File: config.mk
export PLATFORM = sky130hd
export DESIGN_NAME = corr_top
export DESIGN_NICKNAME = d
export VERILOG_FILES = /design/src/hdl/corr_pkg.sv /design/src/hdl/corr_top.sv /design/src/hdl/vis_axil_reader.sv /design/src/hdl/corr_accumulate.sv /design/src/hdl/corr_pair_select.sv /design/src/hdl/corr_sequencer.sv
export SDC_FILE = /design/constraint.sdc
export NUM_CORES = 1
export LEC_CHECK = 0
export ABC_CLOCK_PERIOD_IN_PS = 7800
export BUFFER_PORTS_ARGS = -buffer_cell sky130_fd_sc_hd__buf_2
export CAP_MARGIN = 20
export CORE_ASPECT_RATIO = 1.75
export CORE_MARGIN = 2
export CORE_UTILIZATION = 50
export DETAILED_ROUTE_END_ITERATION = 10
export PLACE_DENSITY = 0.66
export SYNTH_ARGS = -nofsm -noshare
export SYNTH_HDL_FRONTEND = slang
export SYNTH_SLANG_ARGS = --single-unit
File: constraint.sdc
create_clock -name clk_x -period 7.8 [get_ports clk_x]
set_input_delay 0.39 -clock clk_x [delete_from_list [all_inputs] [get_ports clk_x]]
set_output_delay 0.39 -clock clk_x [all_outputs]
set_load 0.1 [all_outputs]
File: src/hdl/corr_pkg.sv
`default_nettype none

package corr_pkg;

   // --------------------------------------------------
   // Array size and widths
   // --------------------------------------------------
   localparam int NUM_ANT = 8;             // Antennas per sample
   localparam int ANT_W   = 3;             // Antenna index bits
   localparam int SLOT_W  = 4;             // Slot index bits, up to 16 pairs
   localparam int ACC_W   = 16;            // Per-pair counter width, wraps

   // One accepted sample from the 1-bit front end
   typedef struct packed {
      logic [NUM_ANT-1:0] re;              // Real sign bit per antenna
      logic [NUM_ANT-1:0] im;              // Imaginary sign bit per antenna
      logic               sw;              // Switch banks with this sample
   } sample_t;

   // Sequencer output, one per time slot
   typedef struct packed {
      logic [SLOT_W-1:0] slot;             // Pair number
      logic              bank;             // Bank the slot accumulates into
      logic              clr;              // First access after a switch
   } slot_req_t;

   // Pair select output
   typedef struct packed {
      slot_req_t req;                      // Slot control carried along
      logic      ar;                       // re[a]
      logic      br;                       // re[b]
      logic      bi;                       // im[b]
   } corr_bits_t;

   // One stored visibility
   typedef struct packed {
      logic [ACC_W-1:0] sin_cnt;           // Upper half
      logic [ACC_W-1:0] cos_cnt;           // Lower half
   } vis_t;

   // Readout word, seen as counters or as a bus word
   typedef union packed {
      vis_t               vis;
      logic [2*ACC_W-1:0] raw;
   } vis_word_u;

endpackage

`default_nettype wire
File: src/hdl/corr_top.sv
`timescale 1ns/10ps
`default_nettype none

module corr_top import corr_pkg::*; #(
   parameter int                     NUM_PAIRS  = 12,
   // Pairs {b, a} in octal, pair 0 in the low digits
   parameter logic [NUM_PAIRS*6-1:0] PAIR_TABLE = 72'o767565746454323121302010
) (
   input  logic        clk_x,
   input  logic        rst_n,
   // Sample input
   input  sample_t     smp,
   input  logic        smp_valid,
   output logic        smp_ready,
   // AXI4-Lite slave
   input  logic [7:0]  awaddr,
   input  logic        awvalid,
   output logic        awready,
   input  logic [31:0] wdata,
   input  logic [3:0]  wstrb,
   input  logic        wvalid,
   output logic        wready,
   output logic [1:0]  bresp,
   output logic        bvalid,
   input  logic        bready,
   input  logic [7:0]  araddr,
   input  logic        arvalid,
   output logic        arready,
   output logic [31:0] rdata,
   output logic [1:0]  rresp,
   output logic        rvalid,
   input  logic        rready
);

   slot_req_t         req;
   logic              req_valid;
   sample_t           smp_hold;
   corr_bits_t        bits;
   logic              bits_valid;
   logic              bank;                // Active bank
   logic              rd_en;
   logic [SLOT_W-1:0] rd_slot;
   vis_word_u         rd_data;

   // --------------------------------------------------
   // Correlation pipeline
   // --------------------------------------------------
   corr_sequencer #(.NUM_PAIRS(NUM_PAIRS)) seq_i (
      .clk_x, .rst_n, .smp, .smp_valid, .smp_ready,
      .req, .req_valid, .bank, .smp_hold
   );

   corr_pair_select #(.NUM_PAIRS(NUM_PAIRS), .PAIR_TABLE(PAIR_TABLE)) sel_i (
      .clk_x, .rst_n, .req, .req_valid, .smp_hold, .bits, .bits_valid
   );

   corr_accumulate #(.NUM_PAIRS(NUM_PAIRS)) acc_i (
      .clk_x, .rst_n, .bits, .bits_valid, .bank, .rd_en, .rd_slot, .rd_data
   );

   // Bus side reads the inactive bank
   vis_axil_reader #(.NUM_PAIRS(NUM_PAIRS)) axil_i (
      .clk_x, .rst_n,
      .awaddr, .awvalid, .awready, .wdata, .wstrb, .wvalid, .wready,
      .bresp, .bvalid, .bready,
      .araddr, .arvalid, .arready, .rdata, .rresp, .rvalid, .rready,
      .rd_en, .rd_slot, .rd_data
   );

endmodule

`default_nettype wire

File: src/hdl/vis_axil_reader.sv
`timescale 1ns/10ps
`default_nettype none

module vis_axil_reader import corr_pkg::*; #(
   parameter int NUM_PAIRS = 12
) (
   input  logic              clk_x,
   input  logic              rst_n,
   // Write channels, acknowledged only
   input  logic [7:0]        awaddr,
   input  logic              awvalid,
   output logic              awready,
   input  logic [31:0]       wdata,
   input  logic [3:0]        wstrb,
   input  logic              wvalid,
   output logic              wready,
   output logic [1:0]        bresp,
   output logic              bvalid,
   input  logic              bready,
   // Read channels
   input  logic [7:0]        araddr,
   input  logic              arvalid,
   output logic              arready,
   output logic [31:0]       rdata,
   output logic [1:0]        rresp,
   output logic              rvalid,
   input  logic              rready,
   // Accumulator read port
   output logic              rd_en,
   output logic [SLOT_W-1:0] rd_slot,
   input  vis_word_u         rd_data
);

   localparam logic [1:0] RD_IDLE  = 2'd0;
   localparam logic [1:0] RD_FETCH = 2'd1; // RAM read issued
   localparam logic [1:0] RD_WAIT  = 2'd2; // RAM data arrives
   localparam logic [1:0] RD_RESP  = 2'd3; // Hold R channel

   localparam logic [1:0] RESP_OKAY   = 2'b00;
   localparam logic [1:0] RESP_SLVERR = 2'b10;

   logic [1:0]        rd_state;
   logic [SLOT_W-1:0] word_idx;            // araddr[5:2]
   logic              idx_ok;              // Word index names a pair
   logic              aw_seen;             // AW taken, W pending
   logic              w_seen;              // W taken, AW pending
   logic              aw_got;
   logic              w_got;

   // --------------------------------------------------
   // Read FSM
   // --------------------------------------------------
   assign arready = (rd_state == RD_IDLE);
   assign rvalid  = (rd_state == RD_RESP);
   assign rd_en   = (rd_state == RD_FETCH) && idx_ok;
   assign rd_slot = word_idx;

   always_ff @(posedge clk_x or negedge rst_n) begin
      if (!rst_n) begin
         rd_state <= RD_IDLE;
      end else begin
         case (rd_state)
            RD_IDLE:  if (arvalid) rd_state <= RD_FETCH;
            RD_FETCH: rd_state <= RD_WAIT;
            RD_WAIT:  rd_state <= RD_RESP;
            default:  if (rready) rd_state <= RD_IDLE;   // Next AR one cycle later
         endcase
      end
   end

   always_ff @(posedge clk_x) begin
      if (arvalid && arready) begin
         word_idx <= araddr[5:2];
         idx_ok   <= (araddr[5:2] < NUM_PAIRS);
      end
      if (rd_state == RD_WAIT) begin
         rdata <= idx_ok ? rd_data.raw : '0;            // Zero on SLVERR
         rresp <= idx_ok ? RESP_OKAY : RESP_SLVERR;
      end
   end

   // --------------------------------------------------
   // Write responder, data dropped
   // --------------------------------------------------
   assign awready = !aw_seen && !bvalid;
   assign wready  = !w_seen && !bvalid;
   assign aw_got  = aw_seen || (awvalid && awready);
   assign w_got   = w_seen || (wvalid && wready);
   assign bresp   = RESP_OKAY;

   always_ff @(posedge clk_x or negedge rst_n) begin
      if (!rst_n) begin
         aw_seen <= 1'b0;
         w_seen  <= 1'b0;
         bvalid  <= 1'b0;
      end else if (bvalid) begin
         if (bready) bvalid <= 1'b0;
      end else if (aw_got && w_got) begin
         bvalid  <= 1'b1;                  // Response one cycle after both
         aw_seen <= 1'b0;
         w_seen  <= 1'b0;
      end else begin
         aw_seen <= aw_got;                // Wait for the other channel
         w_seen  <= w_got;
      end
   end

endmodule

`default_nettype wire

File: src/hdl/corr_accumulate.sv
`timescale 1ns/10ps
`default_nettype none

module corr_accumulate import corr_pkg::*; #(
   parameter int NUM_PAIRS = 12
) (
   input  logic              clk_x,
   input  logic              rst_n,
   input  corr_bits_t        bits,         // From pair select
   input  logic              bits_valid,
   input  logic              bank,         // Active bank
   input  logic              rd_en,        // Bus read strobe
   input  logic [SLOT_W-1:0] rd_slot,
   output vis_word_u         rd_data       // One cycle after rd_en
);

   // Two banks of NUM_PAIRS counters, no reset on contents
   vis_t acc_mem [2][NUM_PAIRS];

   corr_bits_t s1_bits;                    // Slot in the add stage
   logic       s1_valid;
   vis_t       s1_acc;                     // Old count or zero
   vis_t       s2_sum;                     // Updated count

   // --------------------------------------------------
   // Stage 1 reads the current entry
   // --------------------------------------------------
   always_ff @(posedge clk_x or negedge rst_n) begin
      if (!rst_n) begin
         s1_valid <= 1'b0;
      end else begin
         s1_valid <= bits_valid;
      end
   end

   always_ff @(posedge clk_x) begin
      if (bits_valid) begin
         s1_bits <= bits;
         if (bits.req.clr) begin
            s1_acc <= '0;                  // New integration starts from zero
         end else begin
            s1_acc <= acc_mem[bits.req.bank][bits.req.slot];
         end
      end
   end

   // --------------------------------------------------
   // Stage 2 adds the agreement bits
   // --------------------------------------------------
   always_comb begin
      // Cosine term counts re[a] == re[b]
      s2_sum.cos_cnt = s1_acc.cos_cnt + ACC_W'(s1_bits.ar == s1_bits.br);
      // Sine term counts re[a] == im[b]
      s2_sum.sin_cnt = s1_acc.sin_cnt + ACC_W'(s1_bits.ar == s1_bits.bi);
   end

   // Write back and bus read port
   always_ff @(posedge clk_x) begin
      if (s1_valid) begin
         acc_mem[s1_bits.req.bank][s1_bits.req.slot] <= s2_sum;  // Bank from the slot
      end
      if (rd_en) begin
         rd_data.vis <= acc_mem[~bank][rd_slot];   // Finished integration
      end
   end

endmodule

`default_nettype wire

File: src/hdl/corr_pair_select.sv
`timescale 1ns/10ps
`default_nettype none

module corr_pair_select import corr_pkg::*; #(
   parameter int                     NUM_PAIRS  = 12,
   parameter logic [NUM_PAIRS*6-1:0] PAIR_TABLE = '0    // Set from the top level
) (
   input  logic       clk_x,
   input  logic       rst_n,
   input  slot_req_t  req,
   input  logic       req_valid,
   input  sample_t    smp_hold,            // Held sample bits
   output corr_bits_t bits,
   output logic       bits_valid
);

   localparam int ENT_W = 2 * ANT_W;       // One table entry, {b, a}

   logic [ENT_W-1:0] entry;
   logic [ANT_W-1:0] a_idx;
   logic [ANT_W-1:0] b_idx;

   // --------------------------------------------------
   // Pair table lookup
   // --------------------------------------------------
   assign entry = PAIR_TABLE[req.slot*ENT_W +: ENT_W];    // Pair 0 in the low bits
   assign b_idx = entry[ENT_W-1:ANT_W];
   assign a_idx = entry[ANT_W-1:0];

   // Valid follows the request by one cycle
   always_ff @(posedge clk_x or negedge rst_n) begin
      if (!rst_n) begin
         bits_valid <= 1'b0;
      end else begin
         bits_valid <= req_valid;
      end
   end

   // Pick out the three bits the accumulator needs
   always_ff @(posedge clk_x) begin
      bits.req <= req;                     // Slot, bank, clr travel along
      bits.ar  <= smp_hold.re[a_idx];
      bits.br  <= smp_hold.re[b_idx];
      bits.bi  <= smp_hold.im[b_idx];
   end

endmodule

`default_nettype wire

File: src/hdl/corr_sequencer.sv
`timescale 1ns/10ps
`default_nettype none

module corr_sequencer import corr_pkg::*; #(
   parameter int NUM_PAIRS = 12            // Slots per sample
) (
   input  logic      clk_x,
   input  logic      rst_n,
   input  sample_t   smp,                  // Sample from the front end
   input  logic      smp_valid,
   output logic      smp_ready,
   output slot_req_t req,                  // Slot request to pair select
   output logic      req_valid,
   output logic      bank,                 // Active bank
   output sample_t   smp_hold              // Latched sample for pair select
);

   localparam logic [SLOT_W-1:0] LAST_SLOT = SLOT_W'(NUM_PAIRS - 1);

   logic              busy;                // Slots of a sample being issued
   logic [SLOT_W-1:0] slot_q;              // Slot issued this cycle
   logic              bank_q;
   logic              take;                // Sample handshake

   assign take      = smp_valid && !busy;
   assign smp_ready = !busy;               // Idle means ready
   assign req_valid = busy;
   assign bank      = bank_q;

   // --------------------------------------------------
   // Slot counter and bank register
   // --------------------------------------------------
   always_ff @(posedge clk_x or negedge rst_n) begin
      if (!rst_n) begin
         busy   <= 1'b0;
         slot_q <= '0;
         bank_q <= 1'b0;                   // Start in bank 0
      end else if (take) begin
         busy   <= 1'b1;                   // First slot issues next cycle
         slot_q <= '0;
         bank_q <= bank_q ^ smp.sw;        // Toggle at acceptance
      end else if (busy) begin
         if (slot_q == LAST_SLOT) begin
            busy <= 1'b0;                  // Ready again after NUM_PAIRS slots
         end
         slot_q <= slot_q + 1'b1;
      end
   end

   // Sample bits held for the whole slot sweep
   always_ff @(posedge clk_x) begin
      if (take) begin
         smp_hold <= smp;
      end
   end

   // The switch flag of the held sample clears every slot it touches
   assign req = '{slot: slot_q, bank: bank_q, clr: smp_hold.sw};

endmodule

`default_nettype wire

Yosys cells after proc, flatten, opt, wreduce, memory -nomap -nowiden
Memory sizes are Yosys's and may differ from the RTL's. A register that Yosys moved wholly into a read port is not among the register bits.
Cells that the tools add are included.
Widths: inputs -> output; s select.
{ "word_totals": {"ff_bits": 150, "ram_bits": 768, "out_inout_bits": 42, "n_memories": 1} }
{ "classes": {"addsub": 3, "mul": 1, "order_cmp": 7, "eq_ne": 7, "shift": 1, "muxes": 30, "n_bitwise": 5, "reduce_logical": 19} }
{ "mem_list": {"columns": ["memory", "words", "word_bits", "read_ports", "rd_clocked_by_memory_dff", "write_ports", "line", "rtl"], "rows": [
  ["acc_i.acc_mem", 2, 384, 2, 1, 1, "corr_accumulate.sv:18", "vis_t acc_mem [2][NUM_PAIRS];"]
]} }
{ "op_table": {"columns": ["operator", "n"], "rows": [
  ["$mux 384", 1],
  ["$bmux 32 s4", 2],
  ["$mux 32", 5],
  ["$demux 32 s4", 1],
  ["$shiftx 72x8->6 const A", 1],
  ["$add 16x1->16", 2],
  ["$ge 5x5->1 const B", 3],
  ["$not 4->5", 3],
  ["$mux 1", 12],
  ["$bmux 1 s3", 3],
  ["$logic_and 1x1->1", 9],
  ["$lt 3x4->1 const B", 2],
  ["$mux 4", 2],
  ["$mul 4x2->6 const B", 1],
  ["$mux 2", 3],
  ["$pmux 2 s3", 1],
  ["$lt 5x1->1 const B", 1],
  ["$add 4x1->4 const B", 1],
  ["$eq 2x2->1 const B", 2],
  ["$eq 4x4->1 const B", 1],
  ["$logic_not 1->1", 4],
  ["$lt 4x4->1 const B", 1],
  ["$reduce_bool 4->1", 1],
  ["$eq 1x1->1", 2],
  ["8 further kinds", 9]
]} }

Logic depth before layout (Yosys ltp)
{ "depth": {"ltp_word": 7, "ltp_mapped": 8, "ltp_nobuf": 7} }

Cells and area by module
From an unflattened synthesis, not the netlist that was laid out.
{ "unflattened": {"hier_cells": 2315, "area_unflattened_um2": 42116.6} }
{ "by_module_without_submodules": {"columns": ["mod", "n_inst", "cells_each", "area_per_inst_um2"], "rows": [
  ["corr_accumulate", 1, 2074, 38849.8],
  ["vis_axil_reader", 1, 112, 1712.9],
  ["corr_sequencer", 1, 44, 794.5],
  ["corr_pair_select", 1, 85, 759.5]
]} }

Worst setup path after synthesis
OpenSTA, ideal clock, no wires.
{ "synth_path": {"kind": "flip-flop to flip-flop", "start": "register acc_i.s1_bits[6] (netlist name)", "end": "memory acc_i.acc_mem[0][100] (netlist name) (enable)", "setup_time_ns": 0.421, "arrival_ns": 2.213, "setup_slack_ns": 5.166, "stages_incl_launch_ff": 4, "path_buffers": 1, "synth_period_minus_slack_ns": 2.634, "cell_sequence": "edfxtp_1 -> or2_2 -> clkbuf_1 -> nor2_1"} }
{ "synth_between": {"elab_chain_len": 6, "elab_cells_between_ends": 7, "classes_between": "order compare: 2; mux: 3; bitwise: 1; reduce/logical: 1"} }
{ "synth_lines": {"columns": ["item", "line", "rtl"], "rows": [
  ["from (decl)", "corr_accumulate.sv:20", "corr_bits_t s1_bits;"],
  ["from (signal assigned)", "corr_accumulate.sv:38", "s1_bits <= bits;"],
  ["$not 4->5 (not written as such) *", "corr_accumulate.sv:60", "acc_mem[s1_bits.req.bank][s1_bits.req.slot] <= s2_sum;"],
  ["$ge 5x5->1 (not written as such) / $lt 5x1->1 (equally long branches)", "corr_accumulate.sv:60", null],
  ["$logic_and 1x1->1 (not written as such)", "corr_accumulate.sv:60", null],
  ["$mux 32 (not written as such)", "corr_accumulate.sv:60", null],
  ["$demux 32 s4 *", "corr_accumulate.sv:60", null],
  ["$mux 384 (not written as such) *", "corr_accumulate.sv:60", null],
  ["to (decl)", "corr_accumulate.sv:18", null]
]} }
Every way passes the cells marked *; elsewhere a longest branch is shown, timed or not.

Final worst setup path
{ "layout_path": {"start": "register axil_i.word_idx[0], in the netlist axil_i.rd_slot[0]", "end": "register acc_i.rd_data[4] (netlist name) (data pin)"} }
{ "layout_between": {"elab_chain_len": 4} }
{ "layout_lines": {"columns": ["item", "line", "rtl"], "rows": [
  ["from (decl)", "vis_axil_reader.sv:43", "logic [SLOT_W-1:0] word_idx;"],
  ["from (signal assigned)", "vis_axil_reader.sv:73", "word_idx <= araddr[5:2];"],
  ["$not 4->5", "corr_accumulate.sv:63", "rd_data.vis <= acc_mem[~bank][rd_slot];"],
  ["$bmux 32 s4", "corr_accumulate.sv:63", null],
  ["$mux 32 (not written as such) (2 in series)", "corr_accumulate.sv:63", null],
  ["to (decl)", "corr_accumulate.sv:14", "output vis_word_u rd_data"]
]} }
No other way between the ends. The select of a mux whose other input is x is not followed.
A chain may end at the register's enable or synchronous reset.

==> qor.yml <==
cts:
  cts_tree: "done"
  clockBufferDepth: 3
  cts_root_buf: "clkbuf_16"
  cts_setup_buffers: 0
  clk_pin_slew_worst_paths_ns: 0.06
  h-tree-depth: 3
  cts_buffers: 81
  clk-insertion-delay-late_ns: 0.67
  cts_sinks: 917
  cts-resized-gates: 0
timing:
  rsz0062_at_grt: "false"
  drv_slew: 0
  worstMarginPinSlew_ns: 1.17
  fin_skew_ns: 0.0216
  fmax_mhz: 271
  min_period_ns: 3.69
  finalCritPeriodShare_pct: 47.4
  hold_viol_final: 0
  finalSetupViolations: 0
  relSlewSlack_pct: 21.8
  finalSetupTns_ns: 0
finish:
  n_fill_cell: 6353
  drive_above_1_share_pct: 28.5
  final_area_um2: 46400
  nNetsFinal: 2495
  instances_no_fill: 3525
  area_growth_pct: 10.9
  final_util_pct: 55.9
setup_path:
  critPathLaunch: "axil_i.rd_slot[0]$_DFFE_PP_"
  required_ns: 8.06
  end_kind: "flop"
  crit_type: "reg2reg"
  r2r-start: "axil_i.rd_slot[0]$_DFFE_PP_"
  cp_max_fo: 93
  cp-start-kind: "flop"
  arrival_ns: 3.96
placed_design:
  place_area_um2: 43600
  dpl.hpwl_mm: 65.4
  placed_cells: 3359
  gp_congestion: 0.814
  port_buffers: 67
detailed_routing:
  avgViaCountPerCell: 6.80
  via_count: 24000
  avgRoutedWirePerCell_um: 33.6
  first_pass_iters: 5
  ant_nets: 0
  drt_iter0_markers: 2528
  drt_wl_total_mm: 118
  drt_drc_violations_left: 0
grt:
  gr-total-overflow: 0
  antenna_found_initial: 1
  grt_pass1_vias: 25400
  grt_max_degree: 120
  grt_pass1_wl_mm: 170
  grtUsageTotal_pct: 27.7
floorplanning:
  row_count: 140
  fp.coreArea_um2: 83000
  die_h_um: 387
  initial_core_util_pct: 50.4
  die-area_um2: 86100
  ioPinCount: 119
  fp.dieW_um: 223
status:
  outcome: "finished, final reports clean"
logic_synthesis:
  yosys_warnings: 0
  synth_edf_count: 895
  ys_async_sr_fraction_pct: 1.42
  yosysSeqAreaShare_pct: 65.5
  synth.avg_cell_area_um2: 18.2
  syn_area_um2: 41800
  synth.distinct_cells: 55
  synth_flop_cell: "edfxtp_1"
  netlist_instances: 2301
  ys_ff_latch: 917
power_and_ir_drop:
  pwr_density_cell_nw_per_um2: 400
  finalPower_mw: 18.6
  cellLeakagePower_nw: 15.1
  peakVddDrop_uv: 293
worst_hold_path:
  hp-class: "in2reg"
  hp-start: "wvalid"
flow_run:
  drv_cap: 0
cell usage in the layout (no fill, tap or decap), types with 25 or more instances in the layout:
| master | instances |
|---|---|
| nand2_1 | 55 |
| and2_1 | 37 |
| o211ai_1 | 25 |
| nor2_4 | 25 |
| nor2_1 | 39 |
| buf_2 | 67 |
| mux4_2 | 289 |
| edfxtp_1 | 895 |
| buf_4 | 83 |
| mux2_2 | 102 |
| nor2b_1 | 28 |
| o22a_1 | 58 |
| o2111ai_1 | 26 |
| mux2i_1 | 165 |
| a22oi_1 | 62 |
| a21oi_1 | 51 |
| clkbuf_16 | 84 |
| nand3_1 | 44 |
final timing paths:
kind                                                    to  slack (ns)  cells after the start
worst max-delay path            acc_i.rd_data[4]$_DFFE_PP_        4.11                      6
min in group asynchronous       axil_i.aw_seen$_DFFE_PN0N_        0.17                      2
max in group asynchronous           seq_i.bank$_DFFE_PN0P_        7.32                      2
worst max register to register  acc_i.rd_data[4]$_DFFE_PP_        4.11                      6
worst min register to register       sel_i.bits[3]$_DFF_P_        0.38                      0
worst min-delay path            axil_i.aw_seen$_DFFE_PN0N_        0.08                      3
critical path: stages (launching register included):
cell and delay (ns):
edfxtp_1 0.45, buf_12 0.58, buf_4 0.64, mux4_2 0.59, mux2_2 0.28, a21oi_1 0.18, o21ai_1 0.36
state kept, by name, indices dropped and copies added (netlist names):
register and cells:
axil_i.bvalid 1, acc_i.s1_acc 32, acc_i.s1_bits 8, sel_i.bits_valid 1, seq_i.bank 1, sel_i.bits 9
acc_i.s1_valid 1, seq_i.smp_hold 16, seq_i.slot_q 4, seq_i.req_valid 1, axil_i.idx_ok 1, seq_i.req 1
axil_i.rd_state 2, axil_i.aw_seen 1, acc_i.acc_mem 768, axil_i.rresp 1, acc_i.rd_data 32, axil_i.rdata 32
axil_i.rd_slot 4, axil_i.w_seen 1
what timing repair did:
item,CTS,global route
hold buffers,24,0
setup endpoints to repair,0,0
hold endpoints to repair,38,0
synth_stat cells, types with 4 or more instances:
cell	n	share of area [%]
edfxtp_1	895	64
mux4_2	289	16
mux2i_1	165	3.9
mux2_2	102	2.7
buf_2	64	0.77
nor2_1	64	0.57
a22oi_1	62	1.1
clkbuf_1	62	0.56
o22a_1	58	1.2
nand2_1	56	0.50
a21oi_1	51	0.61
nand3_1	44	0.53
and2_1	38	0.57
nor2b_1	31	0.46
o2111ai_1	26	0.54
o211ai_1	25	0.45
o21ai_0	23	0.28
a22o_1	22	0.46
o21ai_1	22	0.26
xnor2_1	22	0.46
buf_4	19	0.34
ha_1	17	0.51
inv_1	16	0.14
dfrtp_1	13	0.78
xor2_1	10	0.21
buf_1	9	0.081
dfxtp_1	9	0.43
o221ai_1	9	0.19
a2111oi_0	8	0.17
a211oi_1	8	0.14
nand4_1	8	0.12
buf_6	7	0.19
a221oi_1	6	0.13
nor3b_1	5	0.090
nand2b_1	4	0.060
or3_1	4	0.060
cell type report:
cell class	count	area, um^2	share of cell area, %
clock inverter	42	364	0.785
clock buffer	99	2190	4.72
inverter	18	67.6	0.146
multi-input combinational	1207	13800	29.7
antenna	1	2.50	0.00539
tap	1065	1330	2.87
timing repair buffer	176	1240	2.67
sequential	917	27400	59.1
per-stage QoR:
step                      worst slack [ns]  hold slack, ns
final                                 4.11          0.0835
after global routing                  3.97          0.0820
after CTS                             4.08          0.0426
after detailed placement              4.09           0.345
after global placement                4.14           0.342
after floorplan                       5.17          0.0944
where the power goes:
group | internal (mW) | total, mW | switching (mW)
Clock | 2.19 | 3.95 | 1.76
Combinational | 2.51 | 6.93 | 4.42
Sequential | 7.07 | 7.68 | 0.605
Total | 11.8 | 18.6 | 6.79
logic make-up (layout without fill, tap and decap cells):
kind of cell / count (synthesis) / count (layout) / share of synthesized area [%]
simple gates: 270 / 270 / 3.25
buf+inv: 179 / 335 / 2.09
fa+ha+maj: 17 / 17 / 0.509
flops: 917 / 917 / 65.5
xor+xnor: 32 / 32 / 0.670
compound gates: 329 / 329 / 5.72
other cells: 1 / 4 / 0.00897
mux: 556 / 556 / 22.3
metal layers:
layer	global-route usage (%)	part of all wire, %	wire length (um)
met5	0	0	0
met4	17.9	7.5	8830
met3	3.77	6.4	7630
met2	47.1	51	60100
met1	33.0	35	41800
Note: power is estimated with default switching activity, not from simulation.
